$ cat src/source/armCtrl_settings.svh
`ifndef ARM_CTRL_SETTINGS_SVH
`define ARM_CTRL_SETTINGS_SVH

// Datapath widths
`define ARM_INSTR_W 32 // Instruction word
`define ARM_FLAGS_W 4  // N Z C V

// ALU opcodes used outside data processing
`define ARM_OP_ADD 4'b0100 // Loads and stores with U set, branches
`define ARM_OP_SUB 4'b0010 // Loads and stores with U clear

// Register file
`define ARM_REG_PC 4'd15 // Destination that redirects the fetch

`endif

$ cat src/source/armCtrlPkg.sv
`default_nettype none

package armCtrlPkg;

  // ========================================
  // Data processing opcodes, instr[24:21]
  typedef enum logic [3:0] {
    opAnd, opEor, opSub, opRsb, opAdd, opAdc, opSbc, opRsc,
    opTst, opTeq, opCmp, opCmn, opOrr, opMov, opBic, opMvn
  } aluOpT;

  // Condition field, instr[31:28]
  typedef enum logic [3:0] {
    condEq, condNe, condCs, condCc, condMi, condPl, condVs, condVc,
    condHi, condLs, condGe, condLt, condGt, condLe, condAl, condNv
  } condT;

  typedef struct packed {
    logic n; // Negative
    logic z; // Zero
    logic c; // Carry
    logic v; // Overflow
  } flagsT;

  typedef logic [1:0] flagWriteT; // [1] updates N Z, [0] updates C V

  // ========================================
  // Control word carried down the pipe
  typedef struct packed {
    logic      regWrite;
    logic      memWrite;
    logic      memtoReg;   // Result comes from data memory
    logic      branch;
    logic      pcSrc;      // Writes the PC
    logic      aluSrc;     // Immediate operand B
    logic      byteAccess; // LDRB / STRB
    aluOpT     aluControl;
    flagWriteT flagWrite;
    logic      noRegWrite; // TST TEQ CMP CMN
    condT      cond;
  } stageCtrlT;

endpackage

`default_nettype wire

$ cat src/source/stageCtrlIf.sv
`timescale 1ns/10ps
`default_nettype none

// Control word handed from one stage to the next
interface stageCtrlIf;
  import armCtrlPkg::*;

  stageCtrlT ctrl;      // Control word of the instruction
  logic      setFlags;  // Instruction updates the status flags
  flagsT     flagsNext; // Flags it will write
  logic      valid;     // Kept instruction in the stage

  // Upstream stage drives
  modport sender (
    output ctrl,
    output setFlags,
    output flagsNext,
    output valid
  );

  // Downstream stage reads
  modport receiver (
    input ctrl,
    input setFlags,
    input flagsNext,
    input valid
  );

endinterface

`default_nettype wire

$ cat src/source/instrDecoder.sv
`timescale 1ns/10ps
`default_nettype none
`include "armCtrl_settings.svh"

module instrDecoder (
  input  wire logic [`ARM_INSTR_W-1:0] instr,
  output logic      [1:0]              regSrc,
  output logic      [1:0]              immSrc,
  output logic                         aluSrc,
  stageCtrlIf.sender                   decodeOut
);
  import armCtrlPkg::*;

  logic      isDp, isLdSt, isBranch, kept;
  logic      memtoReg, regWrite, memWrite, branch;
  aluOpT     aluControl;
  flagWriteT flagWrite;
  logic      noRegWrite, logicalOp, writesPc;
  stageCtrlT ctrl;

  // ========================================
  // Instruction groups

  // Data processing, leaving out MSR/MRS/BX/CLZ and the extra load/store and multiply space
  assign isDp     = (instr[27:26] == 2'b00) & ~((instr[24:23] == 2'b10) & ~instr[20])
                    & (instr[25] | ~instr[4]);
  assign isLdSt   = (instr[27:26] == 2'b01) & ~(instr[25] & instr[4]); // Skip undefined space
  assign isBranch = (instr[27:25] == 3'b101) & ~instr[24];              // B only, no link
  assign kept     = isDp | isLdSt | isBranch;

  // Main decoder
  always_comb begin
    regSrc   = 2'b00;
    immSrc   = 2'b00;
    aluSrc   = 1'b0;
    memtoReg = 1'b0;
    regWrite = 1'b0;
    memWrite = 1'b0;
    branch   = 1'b0;
    if (isDp) begin
      regWrite = 1'b1;
      aluSrc   = instr[25];   // Immediate form
    end else if (isLdSt) begin
      immSrc = 2'b01;         // 12-bit offset
      aluSrc = 1'b1;
      if (instr[20]) begin    // LDR
        regWrite = 1'b1;
        memtoReg = 1'b1;
      end else begin          // STR reads Rd as store data
        memWrite = 1'b1;
        regSrc   = 2'b10;
      end
    end else if (isBranch) begin
      branch = 1'b1;
      immSrc = 2'b10;         // 24-bit word offset
      regSrc = 2'b01;         // PC as operand A
      aluSrc = 1'b1;
    end
  end

  // ========================================
  // ALU decoder
  assign logicalOp = aluOpT'(instr[24:21]) inside {opAnd, opEor, opTst, opTeq,
                                                   opOrr, opMov, opBic, opMvn};

  always_comb begin
    aluControl = opAnd; // All-zero word for dropped forms
    flagWrite  = 2'b00;
    noRegWrite = 1'b0;
    if (isLdSt) begin
      aluControl = aluOpT'(instr[23] ? `ARM_OP_ADD : `ARM_OP_SUB); // U bit
    end else if (isDp) begin
      aluControl = aluOpT'(instr[24:21]);
      if (instr[20])
        flagWrite = logicalOp ? 2'b10 : 2'b11; // Logical ops leave C V to the shifter
      noRegWrite = (instr[24:23] == 2'b10);    // Compare group
    end else if (isBranch) begin
      aluControl = aluOpT'(`ARM_OP_ADD);       // PC + offset
    end
  end

  assign writesPc = regWrite & ~noRegWrite & (instr[15:12] == `ARM_REG_PC);

  // Pack the control word
  always_comb begin
    ctrl            = '0;
    ctrl.regWrite   = regWrite;
    ctrl.memWrite   = memWrite;
    ctrl.memtoReg   = memtoReg;
    ctrl.branch     = branch;
    ctrl.pcSrc      = branch | writesPc;
    ctrl.aluSrc     = aluSrc;
    ctrl.byteAccess = isLdSt & instr[22];
    ctrl.aluControl = aluControl;
    ctrl.flagWrite  = flagWrite;
    ctrl.noRegWrite = noRegWrite;
    ctrl.cond       = kept ? condT'(instr[31:28]) : condEq;
  end

  assign decodeOut.ctrl      = ctrl;
  assign decodeOut.setFlags  = 1'b0; // Not known before execute
  assign decodeOut.flagsNext = '0;
  assign decodeOut.valid     = kept;

endmodule

`default_nettype wire

$ cat src/source/executeCtrl.sv
`timescale 1ns/10ps
`default_nettype none

module executeCtrl (
  input  wire logic              clk,
  input  wire logic              rstN,
  input  wire logic              stallE,
  input  wire logic              flushE,
  input  wire armCtrlPkg::flagsT aluFlagsE,
  stageCtrlIf.receiver           decodeIn,
  stageCtrlIf.sender             execOut,
  input  wire armCtrlPkg::flagsT flagsFwdM,
  input  wire armCtrlPkg::flagsT flagsFwdW,
  input  wire logic              setFlagsM,
  input  wire logic              setFlagsW,
  input  wire armCtrlPkg::flagsT flagsW,
  output armCtrlPkg::aluOpT      aluControlE,
  output logic                   aluSrcE,
  output logic                   branchTakenE,
  output armCtrlPkg::flagsT      flagsE
);
  import armCtrlPkg::*;

  stageCtrlT ctrlE;     // D-to-E register
  logic      validE;
  logic      condExE;   // Condition passed
  stageCtrlT ctrlGated;
  flagsT     nextFlags;

  // Standard ARM condition table
  function automatic logic condCheck(input condT cond, input flagsT f);
    logic pass;
    case (cond)
      condEq:  pass = f.z;
      condNe:  pass = ~f.z;
      condCs:  pass = f.c;
      condCc:  pass = ~f.c;
      condMi:  pass = f.n;
      condPl:  pass = ~f.n;
      condVs:  pass = f.v;
      condVc:  pass = ~f.v;
      condHi:  pass = f.c & ~f.z;
      condLs:  pass = ~f.c | f.z;
      condGe:  pass = (f.n == f.v);
      condLt:  pass = (f.n != f.v);
      condGt:  pass = ~f.z & (f.n == f.v);
      condLe:  pass = f.z | (f.n != f.v);
      condAl:  pass = 1'b1;
      default: pass = 1'b0; // NV never executes
    endcase
    return pass;
  endfunction

  // ========================================
  // Stage register
  always_ff @(posedge clk) begin
    if (!rstN || flushE) begin // Flush wins over stall
      ctrlE  <= '0;
      validE <= 1'b0;
    end else if (!stallE) begin
      ctrlE  <= decodeIn.ctrl;
      validE <= decodeIn.valid;
    end
  end

  // Newest flags in flight, M ahead of W ahead of the status register
  assign flagsE = setFlagsM ? flagsFwdM :
                  setFlagsW ? flagsFwdW : flagsW;

  assign condExE = validE & condCheck(ctrlE.cond, flagsE);

  // ========================================
  // Gate the writes by the condition
  always_comb begin
    ctrlGated          = ctrlE;
    ctrlGated.regWrite = ctrlE.regWrite & condExE & ~ctrlE.noRegWrite;
    ctrlGated.memWrite = ctrlE.memWrite & condExE;
    ctrlGated.pcSrc    = ctrlE.pcSrc & condExE;
    ctrlGated.branch   = ctrlE.branch & condExE;
  end

  // Merge ALU flags into the current ones under flagWrite
  always_comb begin
    nextFlags   = flagsE;
    if (ctrlE.flagWrite[1]) begin
      nextFlags.n = aluFlagsE.n;
      nextFlags.z = aluFlagsE.z;
    end
    if (ctrlE.flagWrite[0]) begin
      nextFlags.c = aluFlagsE.c;
      nextFlags.v = aluFlagsE.v;
    end
  end

  assign execOut.ctrl      = ctrlGated;
  assign execOut.setFlags  = (ctrlE.flagWrite != 2'b00) & condExE;
  assign execOut.flagsNext = nextFlags;
  assign execOut.valid     = validE;

  assign aluControlE  = ctrlE.aluControl;
  assign aluSrcE      = ctrlE.aluSrc;
  assign branchTakenE = ctrlGated.branch; // Combinational on E register and flags

endmodule

`default_nettype wire

$ cat src/source/memWbCtrl.sv
`timescale 1ns/10ps
`default_nettype none

module memWbCtrl (
  input  wire logic         clk,
  input  wire logic         rstN,
  input  wire logic         stallM,
  input  wire logic         flushM,
  input  wire logic         stallW,
  input  wire logic         flushW,
  stageCtrlIf.receiver      execIn,
  output logic              memWriteM,
  output logic              memtoRegM,
  output logic              regWriteM,
  output logic              byteM,
  output logic              memtoRegW,
  output logic              regWriteW,
  output logic              pcSrcW,
  output armCtrlPkg::flagsT flagsFwdM,
  output armCtrlPkg::flagsT flagsFwdW,
  output logic              setFlagsM,
  output logic              setFlagsW,
  output armCtrlPkg::flagsT flagsW
);
  import armCtrlPkg::*;

  stageCtrlT ctrlM; // E-to-M register

  // ========================================
  // Memory stage
  always_ff @(posedge clk) begin
    if (!rstN || flushM) begin
      ctrlM     <= '0;
      setFlagsM <= 1'b0;
      flagsFwdM <= '0;
    end else if (!stallM) begin
      ctrlM     <= execIn.ctrl;
      setFlagsM <= execIn.setFlags;
      flagsFwdM <= execIn.flagsNext;
    end
  end

  assign memWriteM = ctrlM.memWrite;
  assign memtoRegM = ctrlM.memtoReg;
  assign regWriteM = ctrlM.regWrite;  // Also seen by the hazard unit
  assign byteM     = ctrlM.byteAccess;

  // ========================================
  // Writeback stage
  always_ff @(posedge clk) begin
    if (!rstN || flushW) begin
      memtoRegW <= 1'b0;
      regWriteW <= 1'b0;
      pcSrcW    <= 1'b0;
      setFlagsW <= 1'b0;
      flagsFwdW <= '0;
    end else if (!stallW) begin
      memtoRegW <= ctrlM.memtoReg;
      regWriteW <= ctrlM.regWrite;
      pcSrcW    <= ctrlM.pcSrc;
      setFlagsW <= setFlagsM;
      flagsFwdW <= flagsFwdM;
    end
  end

  // Status flags, written as the instruction leaves W
  always_ff @(posedge clk) begin
    if (!rstN)
      flagsW <= '0;
    else if (setFlagsW && !stallW)
      flagsW <= flagsFwdW;
  end

endmodule

`default_nettype wire

$ cat src/source/armController.sv
`timescale 1ns/10ps
`default_nettype none
`include "armCtrl_settings.svh"

module armController (
  input  wire logic [`ARM_INSTR_W-1:0] instrD,
  input  wire logic                    clk,
  input  wire logic                    rstN,
  input  wire logic [`ARM_FLAGS_W-1:0] aluFlagsE,
  input  wire logic                    stallE,
  input  wire logic                    flushE,
  input  wire logic                    stallM,
  input  wire logic                    flushM,
  input  wire logic                    stallW,
  input  wire logic                    flushW,
  output logic      [1:0]              regSrcD,
  output logic      [1:0]              immSrcD,
  output logic                         aluSrcD,
  output armCtrlPkg::aluOpT            aluControlE,
  output logic                         aluSrcE,
  output logic                         branchTakenE,
  output logic      [`ARM_FLAGS_W-1:0] flagsE,
  output logic                         memWriteM,
  output logic                         memtoRegM,
  output logic                         regWriteM,
  output logic                         byteM,
  output logic                         memtoRegW,
  output logic                         regWriteW,
  output logic                         pcSrcW,
  output logic      [`ARM_FLAGS_W-1:0] flagsW
);
  import armCtrlPkg::*;

  flagsT flagsFwdM, flagsFwdW; // Flags in flight back to execute
  logic  setFlagsM, setFlagsW;

  stageCtrlIf decodeToExec ();
  stageCtrlIf execToMem ();

  // ========================================
  instrDecoder uDecoder (
    .instr     (instrD),
    .regSrc    (regSrcD),
    .immSrc    (immSrcD),
    .aluSrc    (aluSrcD),
    .decodeOut (decodeToExec.sender)
  );

  executeCtrl uExecute (
    .clk          (clk),
    .rstN         (rstN),
    .stallE       (stallE),
    .flushE       (flushE),
    .aluFlagsE    (aluFlagsE),
    .decodeIn     (decodeToExec.receiver),
    .execOut      (execToMem.sender),
    .flagsFwdM    (flagsFwdM),
    .flagsFwdW    (flagsFwdW),
    .setFlagsM    (setFlagsM),
    .setFlagsW    (setFlagsW),
    .flagsW       (flagsW),
    .aluControlE  (aluControlE),
    .aluSrcE      (aluSrcE),
    .branchTakenE (branchTakenE),
    .flagsE       (flagsE)
  );

  memWbCtrl uMemWb (
    .clk       (clk),
    .rstN      (rstN),
    .stallM    (stallM),
    .flushM    (flushM),
    .stallW    (stallW),
    .flushW    (flushW),
    .execIn    (execToMem.receiver),
    .memWriteM (memWriteM),
    .memtoRegM (memtoRegM),
    .regWriteM (regWriteM),
    .byteM     (byteM),
    .memtoRegW (memtoRegW),
    .regWriteW (regWriteW),
    .pcSrcW    (pcSrcW),
    .flagsFwdM (flagsFwdM),
    .flagsFwdW (flagsFwdW),
    .setFlagsM (setFlagsM),
    .setFlagsW (setFlagsW),
    .flagsW    (flagsW)
  );

endmodule

`default_nettype wire

$ cat config.mk
export PLATFORM = sky130hd
export DESIGN_NAME = armController
export DESIGN_NICKNAME = d
export VERILOG_FILES = /design/src/source/armCtrlPkg.sv /design/src/source/stageCtrlIf.sv /design/src/source/instrDecoder.sv /design/src/source/executeCtrl.sv /design/src/source/memWbCtrl.sv /design/src/source/armController.sv
export VERILOG_INCLUDE_DIRS = /design/src /design/src/source
export SDC_FILE = /design/constraint.sdc
export NUM_CORES = 1
export LEC_CHECK = 0
export ABC_AREA = 1
export BUFFER_PORTS_ARGS = -buffer_cell sky130_fd_sc_hd__buf_2
export CAP_MARGIN = 40
export CORE_MARGIN = 2
export CORE_UTILIZATION = 30
export DETAILED_ROUTE_END_ITERATION = 16
export GPL_TIMING_DRIVEN = 0
export PLACE_DENSITY = 0.6
export SETUP_SLACK_MARGIN = 0.4
export SLEW_MARGIN = 20
export SYNTH_ARGS = -nofsm -noshare
export SYNTH_HDL_FRONTEND = slang
export SYNTH_HIERARCHICAL = 1
export SYNTH_SLANG_ARGS = --single-unit
export TNS_END_PERCENT = 1
$ cat constraint.sdc
create_clock -name clk -period 2.8 [get_ports clk]
set_input_delay 0.56 -clock clk [delete_from_list [all_inputs] [get_ports clk]]
set_output_delay 0.56 -clock clk [all_outputs]
set_load 0.01 [all_outputs]
==> summary.json <==
{
  "sta": {
    "period_share_pct": 85.0,
    "max_freq_mhz": 420,
    "timing.slew.headroom_pct": 70.8,
    "grt_setup_unrepaired": "yes",
    "slew_violations": 0,
    "fin_worst_skew_ns": 0.00289,
    "setup_viol_count_final": 0,
    "worst_slack_ns": 0.420,
    "setup_total_negative_slack_ns": 0,
    "timing_worst_slew_pin_value_ns": 0.438,
    "finalCriticalPeriod_ns": 2.38,
    "report.final.hold_viol_count": 0
  },
  "power_and_ir_drop": {
    "sw_frac_of_total_pct": 22.7,
    "power.density_cell_area_mw_per_mm2": 441,
    "seqPwrFrac_pct": 46.0,
    "total_switching_power_mw": 0.292,
    "power.clock.fraction_pct": 43.5,
    "p_int_mw": 0.993,
    "peakVddDrop_mv": 0.304,
    "comb_power_share_pct": 10.5,
    "power_leakage_nw": 1.39
  },
  "worst_setup_path": {
    "regToRegEndpoint": "uMemWb/ctrlM[13]",
    "crit_path_end": "branchTakenE",
    "worst_ep_required_time_ns": 2.24,
    "crit_start": "uMemWb/setFlagsM",
    "r2r_slack_ns": 1.02,
    "timing.critical_path.to_type": "output pin",
    "cp-start-kind": "flop",
    "r2r.worst_path.cells": 14,
    "worst_r2r_startpoint": "uMemWb/setFlagsM",
    "timing.critical_path.arrival_ns": 1.82,
    "setup.worst_path.class": "reg2out",
    "critical_path_peak_fanout": 10
  },
  "placement": {
    "detailedPlace.worstSlack_ns": 0.474,
    "dpl.hpwl_um": 4240,
    "numPortBuffers": 52,
    "gpl.final_weighted_congestion": 0.868
  },
  "route": {
    "drt_pass1_iterations": 4,
    "vias_per_cell": 4.37,
    "violation_count_after_the_first_detailed_routing_iteration": 59,
    "routed_wire_length_per_instance_um": 10.3,
    "dr_wl_met2_um": 2550,
    "route.antenna.remaining_nets": 0,
    "count_of_vias_placed_by_the_detailed_router": 2298,
    "met3RoutedLength_um": 215,
    "totalWireLength_um": 5430,
    "wl_met1_um": 2620,
    "drc": 0,
    "routed.top_layer": "met4"
  },
  "global_route": {
    "grt_pass1_wl_um": 9050,
    "overflow_after_grt": 0,
    "gr-usage-all-layers_pct": 13.0,
    "pin_count_of_the_biggest_net_entering_global_routing": 14,
    "first_global_vias": 2076,
    "grt_antenna_before_repair": 0
  },
  "floorplanning": {
    "core-area_mm2": 0.00761,
    "dieWidth_um": 92.0,
    "floorplan.die_area_mm2": 0.00846,
    "initial_utilization_pct": 30.5,
    "placementRows": 32,
    "die_height_um": 92.0,
    "top_level_ports": 70
  },
  "run": {
    "cap_viol_max_count": 0
  },
  "clock_tree": {
    "htreeDepth": 2,
    "max-clock-path-buffers": 2,
    "clock_tree.root_cell": "clkbuf_8",
    "clk_pin_slew_ns": 0.08,
    "ctsHoldBuffers": 0,
    "cts_inserted_buffers": 5,
    "cts_tree": "done",
    "clock_latency_on_the_worst_skew_pair_ns": 0.29,
    "numClockSinks": 41
  },
  "finish": {
    "layout_commonest_cell": "nand2_1",
    "num-nets-final": 467,
    "final_layout_size_suffix_gt1_share_pct": 29.0,
    "diodes": 0,
    "layout-area-overhead-vs-synth_pct": 25.6,
    "final_cell_mix": "nand2_1 (117), buf_2 (53), dfxtp_1 (39)"
  },
  "yosys": {
    "synth_cells": 358,
    "avgSynthCellArea_um2": 6.49,
    "syn_area_mm2": 0.00232,
    "synthesis.yosys.warnings": 6,
    "syn_nets": 402
  },
  "worst_hold_path": {
    "hold_path_class": "reg2reg"
  },
  "run_status": {
    "status": "finished clean"
  }
}
==> state kept, by name (all words and copies together) (netlist names), 4 cells and up <==
name,cells
uExecute/execOut.ctrl,9
uExecute/aluControlE,4
uExecute/ctrlE,4
uMemWb/flagsFwdM,4
uMemWb/flagsFwdW,4
uMemWb/flagsW,4
==> how the worst min path moves through the flow <==
stage / from / endpoint / slack, ns / cells past startpoint
6_report: uMemWb/ctrlM[13] / uMemWb/ctrlM[13] / 0.46 / 2
2_1_floorplan: uMemWb/ctrlM[13] / uMemWb/ctrlM[13] / 0.44 / 2
4_1_cts: uMemWb/ctrlM[13] / uMemWb/ctrlM[13] / 0.46 / 2
5_1_grt: uExecute/ctrlE[17] / uExecute/ctrlE[17] / 0.49 / 2
3_3_place_gp: uExecute/ctrlE[14] / uExecute/ctrlE[14] / 0.45 / 2
3_5_place_dp: uMemWb/ctrlM[13] / uMemWb/ctrlM[13] / 0.45 / 2
==> power groups by stage <==
stage          sequential (mW)  clock, mW  combinational, mW
6_report                 0.592      0.559              0.135
3_3_place_gp             0.607          0              0.134
3_5_place_dp             0.608          0              0.135
4_1_cts                  0.592      0.573              0.136
5_1_grt                  0.593      0.600              0.152
2_1_floorplan            0.607          0             0.0857
==> routing by layer <==
metal  GRT usage [%]  up-vias
li1                -     1224
met5               0        -
met2            22.1       46
met3            2.71        6
met4            2.99        0
met1            16.8     1022
==> worst max-delay path: stages, from the launching register on <==
cell and delay [ns]:
dfxtp_4 0.37, inv_4 0.06, or2_1 0.23, nand2_2 0.13, nand2_1 0.07, nand3_1 0.07, nand3_1 0.08, nor2_1 0.19
nand3_4 0.10, nand2_4 0.07, nor2_2 0.03, buf_2 0.13
==> what timing repair did <==
item                       CTS  global route
resized for setup            6             6
buffers inserted             2             4
pin swaps                    2             5
gates cloned                 0             0
setup endpoints to repair    1             1
==> final cells by class <==
type	instances	area, um^2
repair buffers	58	303
inverters	45	174
clock inverters	3	65.1
fillers	878	4690
flip-flops and latches	41	828
clock buffers	5	68.8
well taps	102	128
multi-input cells	249	1190
plain buffers	23	159
==> metrics by stage <==
step,hold slack (ns),std cells,total power [mW],util [%],cell area [um^2]
detailed placement,0.452,512,0.743,35.6,2710
CTS,0.463,522,1.30,37.8,2870
global route,0.494,526,1.35,38.3,2920
global placement,0.452,512,0.741,35.6,2710
finish,0.461,526,1.29,38.3,2920
floorplan,0.436,358,0.693,-,2320
No activity file was read; power rests on OpenSTA's default activity.
